$ cat config.mk
export PLATFORM = sky130hd
export DESIGN_NAME = wr_gen_top
export DESIGN_NICKNAME = d
export VERILOG_FILES = /design/src/wr_gen_pkg.sv /design/src/wr_item_if.sv /design/src/wr_gen_top.sv /design/src/wr_line_issue.sv /design/src/wr_line_buffer.sv /design/src/wr_addr_pattern_pipe.sv /design/src/wr_sequencer.sv
export SDC_FILE = /design/constraint.sdc
export NUM_CORES = 2
export LEC_CHECK = 0
export BUFFER_PORTS_ARGS = -buffer_cell sky130_fd_sc_hd__buf_2
export CAP_MARGIN = 10
export CORE_MARGIN = 5
export CORE_UTILIZATION = 51
export CTS_BUF_LIST = sky130_fd_sc_hd__clkbuf_2 sky130_fd_sc_hd__clkbuf_4 sky130_fd_sc_hd__clkbuf_8
export DETAILED_ROUTE_END_ITERATION = 12
export MAX_ROUTING_LAYER = met4
export PLACE_DENSITY = 0.79
export SYNTH_ARGS = -nofsm -noshare
export SYNTH_HDL_FRONTEND = slang
export SYNTH_SLANG_ARGS = --single-unit
$ cat constraint.sdc
create_clock -name clk -period 3.97 [get_ports clk]
set_input_delay 0.1985 -clock clk [delete_from_list [all_inputs] [get_ports clk]]
set_output_delay 0.1985 -clock clk [all_outputs]
set_load 0.005 [all_outputs]
$ cat src/wr_gen_pkg.sv
package wr_gen_pkg;

  // byte address of one cache line write
  typedef logic [51:0] addr_t;

  // raw pattern value before the size cut
  typedef logic [31:0] pattern_t;

  // item index N and the item count NAI share one width
  typedef logic [8:0] count_t;

  // address increment RAI between two items
  typedef logic [37:0] incr_t;

  // pattern size code, only 1, 2 and 4 select a non-zero pattern
  typedef logic [2:0] psize_t;

  // one 512-bit cache line of write data
  typedef logic [511:0] line_t;

  // one bit per byte of the line, used as byte mask and as write strobe
  typedef logic [63:0] mask_t;

  // number of byte lanes in a line
  localparam int LINE_BYTES = 64;

  // run states of the sequencer
  typedef enum logic [1:0] {
    SEQ_IDLE  = 2'd0,
    SEQ_RUN   = 2'd1,
    SEQ_DRAIN = 2'd2,
    SEQ_DONE  = 2'd3
  } seq_state_t;

endpackage
$ cat src/wr_item_if.sv
interface wr_item_if;
  import wr_gen_pkg::*;

  // high for exactly the one cycle in which an item is handed over
  logic     valid;
  // item index N within the run
  count_t   n;
  // write address, left at zero on the link out of the sequencer
  addr_t    addr;
  // raw or size-cut pattern, depending on the stage
  pattern_t pattern;

  // the producing stage drives every field
  modport src (
    output valid, n, addr, pattern
  );

  // the consuming stage has no way to stall the producer
  modport dst (
    input valid, n, addr, pattern
  );

endinterface

$ cat src/wr_gen_top.sv
module wr_gen_top #(
  parameter int BUF_DEPTH  = 16,
  parameter int BUF_THRESH = 10
) (
  input  logic                 clk,
  input  logic                 reset_n,
  input  logic                 i_start,
  input  wr_gen_pkg::count_t   i_nai,
  input  wr_gen_pkg::pattern_t i_base_p,
  input  wr_gen_pkg::addr_t    i_base_x,
  input  wr_gen_pkg::incr_t    i_rai,
  input  wr_gen_pkg::psize_t   i_pattern_size,
  input  wr_gen_pkg::mask_t    i_byte_mask,
  input  logic                 i_wr_ready,
  output logic                 o_busy,
  output logic                 o_wr_valid,
  output wr_gen_pkg::addr_t    o_wr_addr,
  output wr_gen_pkg::line_t    o_wr_data,
  output wr_gen_pkg::mask_t    o_wr_strb
);

  logic almost_full;
  logic pop;
  logic accept;
  logic clear;

  // item links between the stages
  wr_item_if seq_if ();
  wr_item_if pipe_if ();
  wr_item_if buf_if ();

  // run control, throttled by the buffer fill level
  wr_sequencer u_seq (
    .clk(clk), .reset_n(reset_n), .i_start(i_start), .i_nai(i_nai),
    .i_base_p(i_base_p), .i_almost_full(almost_full), .i_accept(accept),
    .o_busy(o_busy), .o_clear(clear), .seq_if(seq_if.src)
  );

  wr_addr_pattern_pipe u_pipe (
    .clk(clk), .reset_n(reset_n), .i_base_x(i_base_x), .i_rai(i_rai),
    .i_pattern_size(i_pattern_size), .seq_if(seq_if.dst), .pipe_if(pipe_if.src)
  );

  wr_line_buffer #(.BUF_DEPTH(BUF_DEPTH), .BUF_THRESH(BUF_THRESH)) u_buf (
    .clk(clk), .reset_n(reset_n), .i_clear(clear), .i_pop(pop),
    .o_almost_full(almost_full), .pipe_if(pipe_if.dst), .buf_if(buf_if.src)
  );

  // the write port itself is driven from the buffer head
  wr_line_issue #(.BUF_DEPTH(BUF_DEPTH)) u_issue (
    .i_pattern_size(i_pattern_size), .i_byte_mask(i_byte_mask), .i_wr_ready(i_wr_ready),
    .o_pop(pop), .o_accept(accept), .o_wr_valid(o_wr_valid), .o_wr_addr(o_wr_addr),
    .o_wr_data(o_wr_data), .o_wr_strb(o_wr_strb), .buf_if(buf_if.dst)
  );

endmodule

$ cat src/wr_line_issue.sv
module wr_line_issue #(
  parameter int BUF_DEPTH = 16
) (
  input  wr_gen_pkg::psize_t i_pattern_size,
  input  wr_gen_pkg::mask_t  i_byte_mask,
  input  logic               i_wr_ready,
  output logic               o_pop,
  output logic               o_accept,
  output logic               o_wr_valid,
  output wr_gen_pkg::addr_t  o_wr_addr,
  output wr_gen_pkg::line_t  o_wr_data,
  output wr_gen_pkg::mask_t  o_wr_strb,
  wr_item_if.dst             buf_if
);
  import wr_gen_pkg::*;

  line_t line_data;
  logic  wr_fire;

  // a shallower buffer cannot hold the items left in the pipe when the port stalls
  if (BUF_DEPTH < 4)
  begin : g_depth_check
    $error("write buffer needs at least four entries");
  end

  // repeat the pattern over the line, lane i takes pattern byte i mod size
  always_comb
  begin : expand_line
    logic [1:0] lane_sel;
    line_data = '0;
    for (int i = 0; i < LINE_BYTES; i++)
    begin
      case (i_pattern_size)
        3'd2:    lane_sel = 2'(i % 2);
        3'd4:    lane_sel = 2'(i % 4);
        // size 1 uses byte zero, other codes carry a zero pattern anyway
        default: lane_sel = 2'd0;
      endcase
      // lanes outside the byte mask stay zero
      if (i_byte_mask[i])
        line_data[i*8 +: 8] = buf_if.pattern[lane_sel*8 +: 8];
    end
  end

  // the head does not move until it is popped, which keeps the port stable while not ready
  assign o_wr_valid = buf_if.valid;
  assign o_wr_addr  = buf_if.addr;
  assign o_wr_data  = line_data;
  assign o_wr_strb  = i_byte_mask;

  // a write is taken in the cycle with valid and ready both high
  assign wr_fire  = buf_if.valid && i_wr_ready;
  assign o_pop    = wr_fire;
  assign o_accept = wr_fire;

endmodule

$ cat src/wr_line_buffer.sv
module wr_line_buffer #(
  parameter int BUF_DEPTH  = 16,
  parameter int BUF_THRESH = 10
) (
  input  logic   clk,
  input  logic   reset_n,
  input  logic   i_clear,
  input  logic   i_pop,
  output logic   o_almost_full,
  wr_item_if.dst pipe_if,
  wr_item_if.src buf_if
);
  import wr_gen_pkg::*;

  localparam int PTR_W = $clog2(BUF_DEPTH);
  localparam int CNT_W = $clog2(BUF_DEPTH + 1);

  count_t     n_mem    [BUF_DEPTH];
  addr_t      addr_mem [BUF_DEPTH];
  pattern_t   pat_mem  [BUF_DEPTH];
  logic [PTR_W-1:0] wr_ptr;
  logic [PTR_W-1:0] rd_ptr;
  logic [CNT_W-1:0] fill;
  logic             push;
  logic             pop;

  // pointers wrap at the last entry, so the depth need not be a power of two
  function automatic logic [PTR_W-1:0] next_ptr(input logic [PTR_W-1:0] ptr);
    if (ptr == PTR_W'(BUF_DEPTH - 1))
      return '0;
    return ptr + 1'b1;
  endfunction

  // the pipe cannot be stalled, so every valid item is written
  assign push = pipe_if.valid;
  // a pop on an empty buffer is ignored
  assign pop  = i_pop && (fill != '0);

  always_ff @(posedge clk)
  begin
    if (!reset_n || i_clear)
    begin
      wr_ptr <= '0;
      rd_ptr <= '0;
      fill   <= '0;
    end
    else
    begin
      if (push)
        wr_ptr <= next_ptr(wr_ptr);
      if (pop)
        rd_ptr <= next_ptr(rd_ptr);
      if (push && !pop)
        fill <= fill + 1'b1;
      else if (pop && !push)
        fill <= fill - 1'b1;
    end
  end

  always_ff @(posedge clk)
  begin
    if (push)
    begin
      n_mem[wr_ptr]    <= pipe_if.n;
      addr_mem[wr_ptr] <= pipe_if.addr;
      pat_mem[wr_ptr]  <= pipe_if.pattern;
    end
  end

  // the head entry is shown whenever the buffer holds an item
  assign buf_if.valid   = (fill != '0);
  assign buf_if.n       = n_mem[rd_ptr];
  assign buf_if.addr    = addr_mem[rd_ptr];
  assign buf_if.pattern = pat_mem[rd_ptr];

  // the margin above the threshold absorbs the items still in flight in the pipe
  assign o_almost_full = (fill >= CNT_W'(BUF_THRESH));

endmodule

$ cat src/wr_addr_pattern_pipe.sv
module wr_addr_pattern_pipe (
  input  logic                clk,
  input  logic                reset_n,
  input  wr_gen_pkg::addr_t   i_base_x,
  input  wr_gen_pkg::incr_t   i_rai,
  input  wr_gen_pkg::psize_t  i_pattern_size,
  wr_item_if.dst              seq_if,
  wr_item_if.src              pipe_if
);
  import wr_gen_pkg::*;

  logic     s1_valid;
  count_t   s1_n;
  addr_t    s1_offset;
  pattern_t s1_pattern;
  pattern_t cut_pattern;

  // keep the low 1, 2 or 4 bytes of P, any other size code gives a zero pattern
  always_comb
  begin
    case (i_pattern_size)
      3'd1:    cut_pattern = {24'd0, seq_if.pattern[7:0]};
      3'd2:    cut_pattern = {16'd0, seq_if.pattern[15:0]};
      3'd4:    cut_pattern = seq_if.pattern;
      default: cut_pattern = '0;
    endcase
  end

  // valid moves one stage per edge, so up to two items are in flight here
  always_ff @(posedge clk)
  begin
    if (!reset_n)
    begin
      s1_valid      <= 1'b0;
      pipe_if.valid <= 1'b0;
    end
    else
    begin
      s1_valid      <= seq_if.valid;
      pipe_if.valid <= s1_valid;
    end
  end

  // stage one keeps N times RAI as a running sum, restarted by the item with N of zero
  always_ff @(posedge clk)
  begin
    if (seq_if.valid)
    begin
      s1_n       <= seq_if.n;
      s1_pattern <= cut_pattern;
      if (seq_if.n == '0)
        s1_offset <= '0;
      else
        s1_offset <= s1_offset + addr_t'(i_rai);
    end
  end

  // stage two adds the base address X to the offset
  always_ff @(posedge clk)
  begin
    if (s1_valid)
    begin
      pipe_if.n       <= s1_n;
      pipe_if.addr    <= i_base_x + s1_offset;
      pipe_if.pattern <= s1_pattern;
    end
  end

endmodule

$ cat src/wr_sequencer.sv
module wr_sequencer (
  input  logic                 clk,
  input  logic                 reset_n,
  input  logic                 i_start,
  input  wr_gen_pkg::count_t   i_nai,
  input  wr_gen_pkg::pattern_t i_base_p,
  input  logic                 i_almost_full,
  input  logic                 i_accept,
  output logic                 o_busy,
  output logic                 o_clear,
  wr_item_if.src               seq_if
);
  import wr_gen_pkg::*;

  seq_state_t state;
  seq_state_t next_state;
  count_t     n_cnt;
  pattern_t   p_cnt;
  count_t     acc_cnt;
  logic       start_run;
  logic       emit;

  // a start is only taken when no run is in progress, so a strobe in mid-run is dropped
  assign start_run = i_start && ((state == SEQ_IDLE) || (state == SEQ_DONE));

  // one item per cycle until all NAI items are out, paused while the buffer is near full
  assign emit = (state == SEQ_RUN) && (n_cnt < i_nai) && !i_almost_full;

  // the buffer is emptied at the same edge that starts the run
  assign o_clear = start_run;

  // busy covers the issue phase and the wait for the last acceptance
  assign o_busy = (state == SEQ_RUN) || (state == SEQ_DRAIN);

  always_comb
  begin
    next_state = state;
    case (state)
      SEQ_IDLE:
      begin
        if (start_run)
          next_state = SEQ_RUN;
      end
      SEQ_RUN:
      begin
        // with NAI of zero this is true at once and the run ends without a write
        if (n_cnt >= i_nai)
          next_state = SEQ_DRAIN;
      end
      SEQ_DRAIN:
      begin
        if (acc_cnt == i_nai)
          next_state = SEQ_DONE;
      end
      SEQ_DONE:
      begin
        // done already counts as not busy, so a new start here is honoured
        if (start_run)
          next_state = SEQ_RUN;
        else
          next_state = SEQ_IDLE;
      end
      default:
        next_state = SEQ_IDLE;
    endcase
  end

  always_ff @(posedge clk)
  begin
    if (!reset_n)
    begin
      state         <= SEQ_IDLE;
      n_cnt         <= '0;
      acc_cnt       <= '0;
      seq_if.valid  <= 1'b0;
    end
    else
    begin
      state        <= next_state;
      seq_if.valid <= emit;
      if (start_run)
        n_cnt <= '0;
      else if (emit)
        n_cnt <= n_cnt + 1'b1;
      // accepted writes are counted against NAI to know when the run has drained
      if (start_run)
        acc_cnt <= '0;
      else if (i_accept)
        acc_cnt <= acc_cnt + 1'b1;
    end
  end

  // P starts at the base pattern and steps by one with every item sent
  always_ff @(posedge clk)
  begin
    if (start_run)
      p_cnt <= i_base_p;
    else if (emit)
      p_cnt <= p_cnt + 1'b1;
    if (emit)
    begin
      seq_if.n       <= n_cnt;
      seq_if.pattern <= p_cnt;
    end
  end

  // the address is formed later in the pipe
  assign seq_if.addr = '0;

endmodule

==> impl_results.md <==
- Synthesized cell area: 70300 µm²
- Wirelength per Cell: about 30 µm
- Kind of capture point of the worst setup path: output pin
- Max-slew violations: 0
- Reported max-cap violation count: 0
- CTS Root Buffer Type: sky130_fd_sc_hd__clkbuf_8
- RSZ-0062 raised after global routing: true
- Critical Setup Path Class: register to output pin
- Worst flop-to-flop path startpoint: u_pipe.s1_offset[9]
- Maximum net fanout on the critical path: 16
- Final hold violation count: 0
- Clock-pin slew on the worst setup and hold paths: 60 ps
- Result of the run: complete, no violations
- Final RePlAce weighted congestion: 1.00
- Required time reported for the critical path endpoint: between 3000 and 4000 ps
- Min-Delay Path Depth: 4
- H-tree lvl count: 4
- Warnings from Yosys: 0
- Part of the Yosys area used for sequential elements: 68.8%
- Starting utilization of the core area: 51.2%
- Average via count per standard cell: approximately 6
- Worst R2R Setup Slack: between 100 and 150 ps
- Maximum resistive drop on vdd: between 400 and 500 µV
- Area of the die: 145000 µm²
- Pin slew with the least headroom to its limit: about 1100 ps
- Arrival time at the worst endpoint: 3680 ps
- FILL cells: 9647
- Drc violations: 0
- Final Critical Period: 3880 ps
- Cell taking the most area after synthesis: sky130_fd_sc_hd__edfxtp_1
- Chip Height: 381 µm
- Cells taking the most area after synthesis: sky130_fd_sc_hd__edfxtp_1 (68%), sky130_fd_sc_hd__mux4_2 (13%), sky130_fd_sc_hd__nor2b_1 (2.4%)
- Netlist cell types: 72
- Clock tree sinks: 1625
- DR iter-0 viols: between 4000 and 5000
- Leading post-synthesis cells by instance count: sky130_fd_sc_hd__edfxtp_1 (1585), sky130_fd_sc_hd__mux4_2 (413), sky130_fd_sc_hd__nor2b_1 (270), sky130_fd_sc_hd__nor2_1 (247), sky130_fd_sc_hd__and2_1 (203)
- Placeable core region: 137000 µm²
- First-pass iteration count of the detailed router: 6
- Number of cell rows: 136
- Routed vias: around 43000
- Share of post-route cells with drive strength above 1: 33.8%
- Largest net degree at the start of global routing: 165
- Worst-skew pair later-pin latency: 940 ps
- Synthesized flop and latch total: 1625
- Final Cycle Share: 97.8%
- Highest clock rate: 258 MHz
- Via count of the first global-routing pass: 42400
- Reg2Reg Depth: 12
- TritonCTS clock tree: done
- Area share of the largest cell type after synthesis: 67.7%
- Top-level port count: ~830
- Most frequent cell after synthesis: sky130_fd_sc_hd__edfxtp_1
- GR Overflow Total: 0
- Number of buffers created by CTS: 233
- Headroom to the max-slew limit: roughly a quarter
- Pre-CTS WS: 373 ps
- Fraction of synthesis flops using an asynchronous set or reset pin: 0%
- Ratio of total power to cell area: between 500 and 600 nW/µm²
- Total power: 0.0455 W
- Mean post-synth cell area: 17.4 µm²
- First-pass GRT wire length: 305000 µm
- Post-synth EDFFs: 1585
- Number of antenna violations at the first check in global routing: 24
- Number of buffer cells added on primary ports: slightly above 800
- Clock buffer depth: 3
- Post-synthesis cell count: 4052
- Total number of nets in the final design: 5486
- Die boundary width: 381 µm
- Estimated wirelength of the detail-placed design: 140000 µm
- Total track usage: 30.2%
- Worst hold path endpoint: u_buf.wr_ptr[0]
- Sum of routed wire length over all layers: about 220000 µm
- Area overhead of the layout relative to synthesis: 18.6%
- Worst hold path class: input port to register
- Post-Syn Nets: 4372
- Final setup slack of the worst path: between 80 and 90 ps
- Top flip-flop cell by instance count after synthesis: sky130_fd_sc_hd__edfxtp_1
- Hold Crit Start: i_start
- End of the worst register-to-register path: u_pipe.pipe_if.addr[49]
- Summed negative setup slack over all endpoints: 0 ps
- DRT antenna net count: 0
- Setup violators final: 0
- Crit path launch type: register
- Leakage power of the design: 29.2 nW
- Clock Skew: 45.6 ps
-- metal layers --
layer / up-vias / GRT usage (%) / part of all wire, %
li1: 18000 / - / -
met5: - / - / 0
met4: 0 / 9.09 / 3.3
met1: 21700 / 39.3 / 37
met3: 367 / 7.18 / 11
met2: 2955 / 48.2 / 49
-- cell families after synthesis --
family	Yosys count	share of synthesized area, %
compound gates	362	3.30
xor+xnor	154	1.92
fa+ha+maj	118	2.13
buf+inv	304	2.16
flops	1625	68.8
mux	467	14.0
simple gates	1022	7.66
-- critical path, cell delays in order (launching register included) --
cell	delay (ps)
sky130_fd_sc_hd__dfxtp_4	380
sky130_fd_sc_hd__buf_12	190
sky130_fd_sc_hd__buf_6	150
sky130_fd_sc_hd__mux4_2	500
sky130_fd_sc_hd__mux4_2	540
sky130_fd_sc_hd__mux2i_4	300
sky130_fd_sc_hd__mux2i_4	270
sky130_fd_sc_hd__and2_1	280
sky130_fd_sc_hd__buf_2	130
-- worst max-delay path by stage --
stage,start,end,slack (ps),cells after the start
2_1_floorplan,u_seq.n_cnt[2],u_seq.p_cnt[0],30,7
3_3_place_gp,u_pipe.s1_offset[0],u_pipe.pipe_if.addr[50],420,12
3_5_place_dp,u_pipe.s1_offset[0],u_pipe.pipe_if.addr[50],370,12
4_1_cts,register,o_wr_addr[37],2,6
5_1_grt,u_pipe.s1_offset[9],u_pipe.pipe_if.addr[51],-30,11
6_report,register,o_wr_data[95],90,8
-- area by class of cell --
cell class                      count  area [µm²]  share of cell area, %
Sequential cell                  1625       48400                   58.0
Timing Repair Buffer             1125        7360                   8.82
Clock inverter                     94         554                  0.664
Clock buffer                      330        3970                   4.76
Antenna cell                        8        20.0                 0.0240
Inverter                           58         218                  0.261
Multi-Input combinational cell   2123       20600                   24.7
Tap cell                         1794        2240                   2.69
-- flip-flops by register name, summed over array words and instances, names as in the netlist, 4 cells and up, named ones only --
register	flops
u_buf.fill	5
u_buf.wr_ptr	4
u_buf.addr_mem	832
u_seq.n_cnt	9
u_pipe.pipe_if.pattern	32
u_pipe.s1_pattern	32
u_pipe.s1_offset	52
u_pipe.pipe_if.addr	52
u_buf.pat_mem	512
u_buf.rd_ptr	4
u_seq.seq_if.pattern	32
u_seq.p_cnt	32
u_seq.seq_if.n	9
u_seq.acc_cnt	9
-- placed cells by master (no fill, tap or decap), types with 58 or more instances in the layout --
master | netlist | routed
sky130_fd_sc_hd__a21oi_1 | 111 | 111
sky130_fd_sc_hd__and2_1 | 203 | 187
sky130_fd_sc_hd__buf_2 | 40 | 831
sky130_fd_sc_hd__buf_4 | 75 | 74
sky130_fd_sc_hd__clkbuf_4 | 0 | 91
sky130_fd_sc_hd__clkbuf_8 | 0 | 239
sky130_fd_sc_hd__clkinv_1 | 0 | 60
sky130_fd_sc_hd__dlygate4sd3_1 | 0 | 173
sky130_fd_sc_hd__edfxtp_1 | 1585 | 1585
sky130_fd_sc_hd__ha_1 | 115 | 113
sky130_fd_sc_hd__inv_1 | 58 | 58
sky130_fd_sc_hd__mux4_2 | 413 | 413
sky130_fd_sc_hd__nand2_1 | 141 | 141
sky130_fd_sc_hd__nor2_1 | 247 | 246
sky130_fd_sc_hd__nor2b_1 | 270 | 268
sky130_fd_sc_hd__o21ai_0 | 85 | 85
sky130_fd_sc_hd__xnor2_1 | 74 | 74
sky130_fd_sc_hd__xor2_1 | 80 | 80
-- metrics by stage --
| stage | cells | area, µm² | hold WS [ps] | util, % |
|---|---|---|---|---|
| floorplan | 4052 | 70400 | 315 | - |
| global placement | 6528 | 76600 | 403 | 55.8 |
| detailed placement | 6528 | 76600 | 405 | 55.8 |
| CTS | 7134 | 83100 | 3.52 | 60.5 |
| global route | 7156 | 83400 | 63.1 | 60.8 |
| finish | 7157 | 83400 | 61.9 | 60.8 |
-- repair_timing --
item                                    CTS  global route
resized for setup                        18            25
buffers inserted                          7            14
pin swaps                                 1            12
endpoints found under the setup margin  482           160
hold buffers                            173             0
hold endpoints to repair                128             0
gates cloned                              2             1
-- where the power goes --
| part | switching (W) | internal, W | total [W] |
|---|---|---|---|
| Combinational | 0.00619 | 0.00532 | 0.0115 |
| Clock | 0.00632 | 0.00659 | 0.0129 |
| Sequential | 0.000905 | 0.0201 | 0.0210 |
Power figures use the tool's default switching activity.
